### src/hdl/exec_pkg.sv
package exec_pkg;

	typedef logic [31:0] word_t;
	typedef logic [4:0]  reg_addr_t;

	// ------------------------------------------------------------------
	// primary opcodes, instr[31:26]
	// ------------------------------------------------------------------
	localparam logic [5:0] OP_RTYPE = 6'h00;
	localparam logic [5:0] OP_ADDIU = 6'h09;
	localparam logic [5:0] OP_ORI   = 6'h0d;
	localparam logic [5:0] OP_LUI   = 6'h0f;
	localparam logic [5:0] OP_LWL   = 6'h22;
	localparam logic [5:0] OP_LW    = 6'h23;
	localparam logic [5:0] OP_LWR   = 6'h26;

	// ------------------------------------------------------------------
	// funct field of R-type, instr[5:0]
	// ------------------------------------------------------------------
	localparam logic [5:0] FN_ADDU = 6'h21;
	localparam logic [5:0] FN_SUBU = 6'h23;
	localparam logic [5:0] FN_AND  = 6'h24;
	localparam logic [5:0] FN_OR   = 6'h25;
	localparam logic [5:0] FN_XOR  = 6'h26;
	localparam logic [5:0] FN_SLT  = 6'h2a;

	typedef enum logic [2:0] {
		ALU_ADD,
		ALU_SUB,
		ALU_AND,
		ALU_OR,
		ALU_XOR,
		ALU_SLT,
		ALU_LUI
	} alu_op_t;

	// LD_NONE marks a non-load instruction.
	typedef enum logic [1:0] {
		LD_NONE,
		LD_W,
		LD_WL,
		LD_WR
	} load_kind_t;

endpackage
### src/hdl/exec_unit.sv
`timescale 1ns/1ns

module exec_unit (
	input  logic                clk,
	input  logic                reset,
	input  logic                in_valid,
	output logic                in_ready,
	input  exec_pkg::word_t     in_instr,
	input  exec_pkg::word_t     in_load_word,
	output logic                wb_valid,
	input  logic                wb_ready,
	output exec_pkg::reg_addr_t wb_reg,
	output exec_pkg::word_t     wb_value,
	output logic                wb_illegal,
	output exec_pkg::word_t     v0
);
	import exec_pkg::*;

	reg_addr_t  rd_addr_a;
	reg_addr_t  rd_addr_b;
	word_t      rd_data_a;
	word_t      rd_data_b;
	logic       wr_en;
	reg_addr_t  wr_addr;
	logic [3:0] wr_lanes;
	word_t      wr_data;
	alu_op_t    alu_op;
	word_t      alu_b;
	word_t      alu_result;
	load_kind_t ld_kind;
	logic [1:0] ld_offset;
	word_t      ld_word;
	word_t      ld_merged;

	exec_ctrl ctrl_i (
		.clk,
		.reset,
		.in_valid,
		.in_ready,
		.in_instr,
		.in_load_word,
		.wb_valid,
		.wb_ready,
		.wb_reg,
		.wb_value,
		.wb_illegal,
		.rd_addr_a,
		.rd_addr_b,
		.rd_data_a,
		.rd_data_b,
		.wr_en,
		.wr_addr,
		.wr_lanes,
		.wr_data,
		.alu_op,
		.alu_b,
		.alu_result,
		.ld_kind,
		.ld_offset,
		.ld_word,
		.ld_merged
	);

	reg_file regs_i (
		.clk,
		.reset,
		.rd_addr_a,
		.rd_addr_b,
		.rd_data_a,
		.rd_data_b,
		.wr_en,
		.wr_addr,
		.wr_lanes,
		.wr_data,
		.v0
	);

	alu alu_i (
		.op     (alu_op),
		.a      (rd_data_a), // rs.
		.b      (alu_b),
		.result (alu_result)
	);

	load_merge merge_i (
		.kind      (ld_kind),
		.offset    (ld_offset),
		.mem_word  (ld_word),
		.old_value (rd_data_b), // old rt.
		.merged    (ld_merged)
	);

endmodule

### src/hdl/exec_ctrl.sv
`timescale 1ns/1ns

module exec_ctrl (
	input  logic                 clk,
	input  logic                 reset,
	input  logic                 in_valid,
	output logic                 in_ready,
	input  exec_pkg::word_t      in_instr,
	input  exec_pkg::word_t      in_load_word,
	output logic                 wb_valid,
	input  logic                 wb_ready,
	output exec_pkg::reg_addr_t  wb_reg,
	output exec_pkg::word_t      wb_value,
	output logic                 wb_illegal,
	output exec_pkg::reg_addr_t  rd_addr_a,
	output exec_pkg::reg_addr_t  rd_addr_b,
	input  exec_pkg::word_t      rd_data_a,
	input  exec_pkg::word_t      rd_data_b,
	output logic                 wr_en,
	output exec_pkg::reg_addr_t  wr_addr,
	output logic [3:0]           wr_lanes,
	output exec_pkg::word_t      wr_data,
	output exec_pkg::alu_op_t    alu_op,
	output exec_pkg::word_t      alu_b,
	input  exec_pkg::word_t      alu_result,
	output exec_pkg::load_kind_t ld_kind,
	output logic [1:0]           ld_offset,
	output exec_pkg::word_t      ld_word,
	input  exec_pkg::word_t      ld_merged
);
	import exec_pkg::*;

	typedef enum logic [1:0] {IDLE, READ, EXEC, WB} state_t;

	state_t     state;
	word_t      instr_q;
	word_t      load_word_q;
	logic [5:0] opcode;
	logic [5:0] funct;
	logic [15:0] imm;
	reg_addr_t  dest;
	logic       use_imm;
	logic       use_zext;
	logic       use_rd;
	logic       illegal;
	word_t      result;

	assign opcode    = instr_q[31:26];
	assign funct     = instr_q[5:0];
	assign imm       = instr_q[15:0];
	assign rd_addr_a = instr_q[25:21]; // rs.
	assign rd_addr_b = instr_q[20:16]; // rt.

	// ------------------------------------------------------------------
	// decode
	// ------------------------------------------------------------------
	always_comb begin
		alu_op   = ALU_ADD;
		ld_kind  = LD_NONE;
		use_imm  = 1'b1;
		use_zext = 1'b0;
		use_rd   = 1'b0;
		illegal  = 1'b0;
		case (opcode)
			OP_RTYPE: begin
				use_imm = 1'b0;
				use_rd  = 1'b1;
				case (funct)
					FN_ADDU: alu_op = ALU_ADD;
					FN_SUBU: alu_op = ALU_SUB;
					FN_AND:  alu_op = ALU_AND;
					FN_OR:   alu_op = ALU_OR;
					FN_XOR:  alu_op = ALU_XOR;
					FN_SLT:  alu_op = ALU_SLT;
					default: illegal = 1'b1;
				endcase
			end
			OP_ADDIU: alu_op = ALU_ADD;
			OP_ORI: begin
				alu_op   = ALU_OR;
				use_zext = 1'b1;
			end
			OP_LUI: begin
				alu_op   = ALU_LUI;
				use_zext = 1'b1;
			end
			OP_LW:   ld_kind = LD_W;
			OP_LWL:  ld_kind = LD_WL;
			OP_LWR:  ld_kind = LD_WR;
			default: illegal = 1'b1;
		endcase
	end

	always_comb begin
		if (!use_imm) begin
			alu_b = rd_data_b;
		end else if (use_zext) begin
			alu_b = {16'h0000, imm};
		end else begin
			alu_b = {{16{imm[15]}}, imm};
		end
	end

	assign dest      = use_rd ? instr_q[15:11] : instr_q[20:16];
	assign ld_offset = alu_result[1:0]; // low bits of the load address.
	assign ld_word   = load_word_q;
	assign result    = (ld_kind != LD_NONE) ? ld_merged : alu_result;

	// ------------------------------------------------------------------
	// sequencing
	// ------------------------------------------------------------------
	always_ff @(posedge clk) begin
		if (reset) begin
			state <= IDLE;
		end else begin
			case (state)
				IDLE:    if (in_valid) state <= READ;
				READ:    state <= EXEC;
				EXEC:    state <= WB;
				default: if (wb_ready) state <= IDLE;
			endcase
		end
	end

	always_ff @(posedge clk) begin
		if (in_valid && in_ready) begin
			instr_q     <= in_instr;
			load_word_q <= in_load_word;
		end
		if (state == EXEC) begin
			wb_reg     <= illegal ? 5'd0 : dest;
			wb_value   <= illegal ? '0 : result;
			wb_illegal <= illegal;
		end
	end

	assign in_ready = (state == IDLE);
	assign wb_valid = (state == WB);

	// write lands on the output transfer edge.
	assign wr_en    = wb_valid && wb_ready && !wb_illegal;
	assign wr_addr  = wb_reg;
	assign wr_lanes = 4'b1111; // merge already done.
	assign wr_data  = wb_value;

endmodule

### src/hdl/load_merge.sv
`timescale 1ns/1ns

module load_merge (
	input  exec_pkg::load_kind_t kind,
	input  logic [1:0]           offset,
	input  exec_pkg::word_t      mem_word,
	input  exec_pkg::word_t      old_value,
	output exec_pkg::word_t      merged
);
	import exec_pkg::*;

	word_t      shifted;
	logic [3:0] lanes; // bit 3 is the msb byte.

	// big-endian, so offset 0 addresses the msb byte.
	always_comb begin
		shifted = mem_word;
		lanes   = 4'b0000;
		case (kind)
			LD_W: begin
				lanes = 4'b1111;
			end
			LD_WL: begin
				shifted = mem_word << (8 * offset);
				lanes   = 4'b1111 << offset;
			end
			LD_WR: begin
				shifted = mem_word >> (8 * (2'd3 - offset));
				lanes   = 4'b1111 >> (2'd3 - offset);
			end
			default: begin
				lanes = 4'b0000; // old value passes.
			end
		endcase
	end

	always_comb begin
		for (int lane = 0; lane < 4; lane++) begin
			if (lanes[lane]) begin
				merged[8*lane +: 8] = shifted[8*lane +: 8];
			end else begin
				merged[8*lane +: 8] = old_value[8*lane +: 8];
			end
		end
	end

endmodule

### src/hdl/alu.sv
`timescale 1ns/1ns

module alu (
	input  exec_pkg::alu_op_t op,
	input  exec_pkg::word_t   a,
	input  exec_pkg::word_t   b,
	output exec_pkg::word_t   result
);
	import exec_pkg::*;

	word_t sum;
	word_t diff;
	logic  less;

	assign sum  = a + b;
	assign diff = a - b;

	// signed compare from the subtraction and the operand signs.
	always_comb begin
		if (a[31] != b[31]) begin
			less = a[31];
		end else begin
			less = diff[31];
		end
	end

	always_comb begin
		case (op)
			ALU_ADD: begin
				result = sum;
			end
			ALU_SUB: begin
				result = diff;
			end
			ALU_AND: begin
				result = a & b;
			end
			ALU_OR: begin
				result = a | b;
			end
			ALU_XOR: begin
				result = a ^ b;
			end
			ALU_SLT: begin
				result = {31'd0, less};
			end
			ALU_LUI: begin
				result = {b[15:0], 16'h0000}; // upper half from imm.
			end
			default: begin
				result = '0;
			end
		endcase
	end

endmodule

### src/hdl/reg_file.sv
`timescale 1ns/1ns

module reg_file (
	input  logic                clk,
	input  logic                reset,
	input  exec_pkg::reg_addr_t rd_addr_a,
	input  exec_pkg::reg_addr_t rd_addr_b,
	output exec_pkg::word_t     rd_data_a,
	output exec_pkg::word_t     rd_data_b,
	input  logic                wr_en,
	input  exec_pkg::reg_addr_t wr_addr,
	input  logic [3:0]          wr_lanes,
	input  exec_pkg::word_t     wr_data,
	output exec_pkg::word_t     v0
);
	import exec_pkg::*;

	word_t regs [32];

	// ------------------------------------------------------------------
	// write port with byte lanes
	// ------------------------------------------------------------------
	always_ff @(posedge clk) begin
		if (reset) begin
			for (int i = 0; i < 32; i++) begin
				regs[i] <= '0;
			end
		end else if (wr_en && (wr_addr != 5'd0)) begin // r0 stays zero.
			for (int lane = 0; lane < 4; lane++) begin
				if (wr_lanes[lane]) begin
					regs[wr_addr][8*lane +: 8] <= wr_data[8*lane +: 8];
				end
			end
		end
	end

	// ------------------------------------------------------------------
	// registered read ports
	// ------------------------------------------------------------------
	always_ff @(posedge clk) begin
		rd_data_a <= regs[rd_addr_a];
		rd_data_b <= regs[rd_addr_b];
	end

	assign v0 = regs[2]; // v0 for the top level.

endmodule

### config.mk
export PLATFORM = sky130hd
export DESIGN_NAME = exec_unit
export DESIGN_NICKNAME = d
export VERILOG_FILES = /design/src/hdl/exec_pkg.sv /design/src/hdl/exec_unit.sv /design/src/hdl/exec_ctrl.sv /design/src/hdl/load_merge.sv /design/src/hdl/alu.sv /design/src/hdl/reg_file.sv
export SDC_FILE = /design/constraint.sdc
export NUM_CORES = 2
export LEC_CHECK = 0
export BUFFER_PORTS_ARGS = -buffer_cell sky130_fd_sc_hd__buf_2
export CELL_PAD_IN_SITES_DETAIL_PLACEMENT = 0
export CELL_PAD_IN_SITES_GLOBAL_PLACEMENT = 1
export CORE_ASPECT_RATIO = 1.4
export CORE_MARGIN = 3
export CORE_UTILIZATION = 30
export CTS_BUF_LIST = sky130_fd_sc_hd__clkbuf_4
export CTS_CLUSTER_SIZE = 10
export DETAILED_ROUTE_END_ITERATION = 10
export HOLD_SLACK_MARGIN = 0.05
export MAX_ROUTING_LAYER = met4
export PLACE_DENSITY = 0.51
export SLEW_MARGIN = 40
export SYNTH_ARGS = -nofsm -noshare
export SYNTH_HDL_FRONTEND = slang
export SYNTH_HIERARCHICAL = 1
export SYNTH_SLANG_ARGS = --single-unit
### constraint.sdc
create_clock -name clk -period 5.65 [get_ports clk]
set_clock_uncertainty 0.1 [all_clocks]
set_input_delay 0.2825 -clock clk [delete_from_list [all_inputs] [get_ports clk]]
set_output_delay 0.2825 -clock clk [all_outputs]
set_load 0.01 [all_outputs]
; ---- Word-level counts from Yosys, hierarchy flattened
; Memories as Yosys holds them, arrays and structs flattened. A register that Yosys moved wholly into a read port is not among the register bits.
; Index checks and enable logic that the tools add are counted.
[word_totals]
regBits = 104
ram_bits = 1024
in_bits = 68
output_inout_bits = 72
wordCells = 90
n_memories = 1
[classes]
n_addsub = 4
n_eq_ne = 26
n_shift = 4
mux = 30
bitwise_logic = 3
reduce_logical = 16
[memory_table]
columns = memory, depth, word_bits, rd, rd_ports_with_merged_regs, wr, line
row1 = regs_i.regs, 32, 32, 3, 2, 32, reg_file.sv:18  ; word_t regs [32];
[op_table]
columns = operator, count
row1 = $pmux W32 S7, 1
row2 = $mux W32, 4
row3 = $pmux W32 S2, 1
row4 = $eq A6 B6 Y1 const B, 9
row5 = $add A32 B32 Y32, 1
row6 = $and A32 B32 Y32, 1
row7 = $mux W8, 4
row8 = $or A32 B32 Y32, 1
row9 = $reduce_or A32 Y1, 1
row10 = $shl A32 B5 Y32, 1
row11 = $shr A32 B32 Y32, 1
row12 = $sub A32 B32 Y32, 1
row13 = $xor A32 B32 Y32, 1
row14 = $eq A6 B4 Y1 const B, 3
row15 = $pmux W3 S5, 1
row16 = $pmux W2 S3, 2
row17 = $pmux W4 S3, 1
row18 = $reduce_or A6 Y1, 2
row19 = $mux W1, 10
row20 = $mux W5, 2
row21 = $eq A3 B3 Y1 const B, 3
row22 = $pmux W3 S3, 1
row23 = $eq A2 B2 Y1 const B, 4
row24 = $eq A3 B2 Y1 const B, 2
row25 = 20 further kinds, 25

; ---- Logic depth before layout (Yosys ltp)
[logic_depth]
word_depth = 13
ltp_mapped = 30
depth_no_buf = 24

; ---- By module
; The synthesis kept the hierarchy.
[modules_own_cells]
columns = mod, n_inst, cells_per_inst, area_each_um2, seq_area_each_um2
row1 = reg_file, 1, 4843, 57914.3, 32030.7
row2 = alu, 1, 844, 5343.9, 0.0
row3 = exec_ctrl, 1, 365, 4793.3, 3103.0
row4 = load_merge, 1, 216, 1476.4, 0.0

; ---- Worst setup path after synthesis
; No wires, ideal clock.
[synth_timing]
kind = register to register
from = reg ctrl_i.instr_q[26]
to = reg ctrl_i.wb_value[0] (data pin)
setup_ps = 269
arrival_time_ps = 5588
required_time_ps = 5281
path_slack_ps = -307
path_stages_with_launch = 30
n_path_buf = 6
synth_period_minus_slack_ps = 5957
path_cell_list = edfxtp_1 > or4_4 > or3_4 > clkbuf_1 > buf_2 > nand2_1 > nand2_1 > inv_1 > ha_1 > buf_6 > nor4_4 > nand2_1 > o31ai_2 > o21ai_1 > o211a_2 > o211ai_2 > o2bb2ai_1 > a221oi_1 > fa_1 > and3_1 > a21oi_1 > o22ai_1 > buf_4 > buf_2 > buf_4 > or2_2 > a21boi_0 > o22ai_1 > mux2i_1 > nor3_1
[synth_between]
elab_cells_between_ends = 44
cone_classes = add/sub (4) / eq/ne (16) / shift (4) / mux (12) / bitwise (3) / reduce/logical (5)
[synth_rtl]
columns = element, line
row1 = start: declaration, exec_ctrl.sv:36  ; word_t instr_q;
row2 = start signal: assignment, exec_ctrl.sv:127  ; instr_q <= in_instr;
row3 = $logic_not A6 Y1 (*), exec_ctrl.sv:64  ; case (opcode)
row4 = $mux W32 (*), exec_ctrl.sv:95  ; if (!use_imm) begin
row5 = via alu_b[10], exec_unit.sv:28  ; word_t alu_b;
row6 = $sub A32 B32 Y32 (*), alu.sv:16  ; assign diff = a - b;
row7 = $mux W1 (*), alu.sv:20  ; if (a[31] != b[31]) begin
row8 = $pmux W32 S7 (*), alu.sv:28  ; case (op)
row9 = via alu_result[0], exec_unit.sv:29  ; word_t alu_result;
row10 = $sub A2 B2 Y3 or $sub A2 B2 Y2 (tied branches), "load_merge.sv:28, load_merge.sv:29"
row11 = $shr A32 B32 Y32 or $shr A4 B2 Y4 (tied branches), "load_merge.sv:28, load_merge.sv:29"
row12 = $pmux W32 S2 or $pmux W4 S3 (tied branches), load_merge.sv:19  ; case (kind)
row13 = $mux W8 (*), load_merge.sv:39  ; if (lanes[lane]) begin
row14 = via ld_merged[0], exec_unit.sv:33  ; word_t ld_merged;
row15 = $mux W32 (*), exec_ctrl.sv:107  ; assign result = (ld_kind != LD_NONE) ? ld_merged : alu_result;
row16 = end signal: assignment, exec_ctrl.sv:132  ; wb_value <= illegal ? '0 : result;
row17 = end: declaration, exec_ctrl.sv:13  ; output exec_pkg::word_t wb_value,
; Mark *: on every way through the listed nets, which the timed path passes. The rest lies on a longest branch.
; A chain may end at the register's enable or synchronous reset.

; ---- Final worst setup path
[layout_timing]
from = reg ctrl_i.instr_q[28]
to = reg ctrl_i.wb_value[31] (data pin)
[layout_between]
elab_cells_between_ends = 44
cone_classes = add/sub (4) / eq/ne (16) / shift (4) / mux (12) / bitwise (3) / reduce/logical (5)
[layout_rtl]
columns = element, line
row1 = $logic_not A6 Y1 (*), exec_ctrl.sv:64
row2 = $mux W32 (*), exec_ctrl.sv:95
row3 = via alu_b[12], exec_unit.sv:28
row4 = $sub A32 B32 Y32 (*), alu.sv:16
row5 = $mux W1 (*), alu.sv:20
row6 = $pmux W32 S7 (*), alu.sv:28
row7 = $sub A2 B2 Y3 or $sub A2 B2 Y2 (tied branches), "load_merge.sv:28, load_merge.sv:29"
row8 = $shr A32 B32 Y32 or $shr A4 B2 Y4 (tied branches), "load_merge.sv:28, load_merge.sv:29"
row9 = $pmux W32 S2 or $pmux W4 S3 (tied branches), load_merge.sv:19
row10 = $mux W8 (*), load_merge.sv:39
row11 = via ld_merged[31], exec_unit.sv:33
row12 = $mux W32 (*), exec_ctrl.sv:107
; Marks and branches as above.

==> reports/metrics.csv <==
metric;value;unit
status;complete, but fails checks;
violations;negative setup slack;
ir_worst_vdd;277;uV
io_pins;140;
clockBufferDepth;4;
core;230000;um^2
dieHeight;576;um
syn_area_per_cell;11.1;um^2
cts.sinks;1192;
setup_viol;28;
maxCapViolCount;0;
dp_cells;9307;
routed_wl;282;mm
final_layout_size_suffix_gt1_frac;0.189;
clkLatencyLatePin;1260;ps
final_max_slew_viol_count;0;
antenna_found_initial;18;
wl_per_cell;27.9;um
vias;53300;
synthTopCellsByCount;edfxtp_1 (1126), mux2i_1 (1085), and2_1 (836), nand2_1 (370), a21oi_1 (297);
cp_common_cell;buf_6;
tightest_slew;1140;ps
die_w;413;um
crit_path_max_fanout;8;
grt_pass1_vias;54500;
fin_crit;5780;ps
cp_slowest_cell;or4_4;
max_slew_margin;0.236;
cp-start-kind;flop;
ant_nets;0;
area_growth;17.3;%
fill_cells;23100;
hold_violations;0;
gr-usage-all-layers;0.237;
synthCells;6268;
yosys.cell_count.top_type;edfxtp_1;
setup_tns;-1380;ps
synth_top_area_cell;edfxtp_1;
grt_pass1_wl;398;mm
final_cells;10100;
fmax;173;MHz
hold_start;in_load_word[21];
rows;208;
ys_ff_latch;1192;
ys.flop_type;edfxtp_1;
cts-root-buf;clkbuf_4;
hp-class;in -> reg;
synth.distinct_cells;96;
yosys_warnings;6;
drc;0;
end_kind;flop;
post-dp-hpwl;194;mm
vias_per_cell;5.28;
gp_congestion;0.905;
yosys.area.top_type_share;0.486;
cp_data_required_time;6540;ps
r2r_start;ctrl_i/instr_q[28];
pre_cts_slack;-884;ps
netlist_area;69500;um^2
crit_buf_inv;8;
p_leak;33.9;nW
power_density;415;nW/um^2
grt_max_degree;113;
drt_iter0_drc;3680;
htreeDepth;5;
max_stage_delay;560;ps
start_util;0.302;
path_class;reg -> reg;
port_buffers;139;
post-route-util;0.354;
largest_reg_flops;1024;
fin_ws;-133;ps
yosysSeqAreaShare;0.505;
crit_start;ctrl_i/instr_q[28];
regMostFlops;regs_i/regs;
synth_edf_count;1126;
cp_data_arrival_time;6670;ps
drt_pass1_iterations;7;
grt-ovfl-total;0;
nNetsFinal;6944;
die_area;238000;um^2
period_share;1.02;
cp_top_family;simple AND/OR/NAND/NOR gates;
cts_tree;built;
grt_setup_unrepaired;yes;
yosys-top-cells-area;edfxtp_1 (49%), mux2i_1 (16%), and2_1 (7.5%), a22oi_1 (2.2%), a21oi_1 (2.1%);
cts_buffers;337;
async_flop_share;0;
clkSlewWorstSetupHoldPaths;70;ps
[tightest hold or removal path, delay by kind of cell]
kind	cells	cell delay, ps
buffers and inverters	3	1150
[what timing repair did]
item / 4_1_cts / 5_1_grt
buffers inserted: 18 / 12
gates resized for setup: 91 / 54
hold endpoints to repair: 466 / 0
pin swaps: 33 / 27
endpoints found under the setup margin: 32 / 32
hold buffers: 140 / 0
gates cloned: 1 / 2
[report_power, final]
part / switching, W / total [W] / internal (W)
Combinational: 0.00900 / 0.0143 / 0.00531
Clock: 0.00399 / 0.00832 / 0.00433
Sequential: 0.000822 / 0.0112 / 0.0104
[worst paths after layout]
path                    endpoint  cells past startpoint  slack (ps)
max          ctrl_i/wb_value[31]                     29        -130
min           ctrl_i/ld_word[21]                      3         200
max reg2reg  ctrl_i/wb_value[31]                     29        -130
min reg2reg     ctrl_i/wb_reg[3]                      2         560
[through the flow]
step | instance area [um^2] | hold WS [ps] | total power, W
after floorplan | 69700 | 255 | 0.0190
after global placement | 74700 | 363 | 0.0249
after detailed placement | 74800 | 361 | 0.0249
after CTS | 81000 | 54.3 | 0.0339
after global routing | 81500 | 120 | 0.0355
final | 81500 | 196 | 0.0339
[area by class of cell]
type,instances,area (um^2),share of cell area
diodes,23,57.6,0.000706
clock buffers,490,3680,0.0451
multi-input cells,4450,32200,0.395
clock inverters,98,607,0.00744
repair buffers,683,5630,0.0691
inverters,111,419,0.00514
flip-flops and latches,1192,35100,0.431
well taps,3045,3810,0.0467
[kinds of logic (layout without fill, tap and decap cells)]
group | Yosys count | after routing | share of synthesized area
and+or+nand+nor | 2147 | 2147 | 0.168
adders and majority gates | 101 | 101 | 0.0185
xor gates and xnor gates | 23 | 23 | 0.00290
other | 2 | 59 | 0.000108
AOI/OAI and AO/OA | 1033 | 1034 | 0.101
buffers and inverters | 661 | 1382 | 0.0446
muxes | 1109 | 1109 | 0.160
DFF | 1192 | 1192 | 0.505
[layout by cell type, fill, tap and decap left out, types with 204 or more instances in the layout]
cell,Yosys,final
a22oi_1,204,204
buf_4,116,354
clkbuf_4,0,490
edfxtp_1,1126,1126
mux2i_1,1085,1083
nand2_1,370,362
a21oi_1,297,288
and2_1,836,833
nand3_1,218,217
nor2_1,219,211
[routing by layer]
layer / vias up / track usage / part of all wire / routed length [um]
met5: - / - / 0 / 0
met4: 0 / 0.0959 / 0.041 / 11700
met3: 517 / 0.0320 / 0.048 / 13500
met2: 1665 / 0.391 / 0.49 / 138000
met1: 26900 / 0.291 / 0.42 / 119000
li1: 24200 / - / - / -
Power figures use the tool's default switching activity.
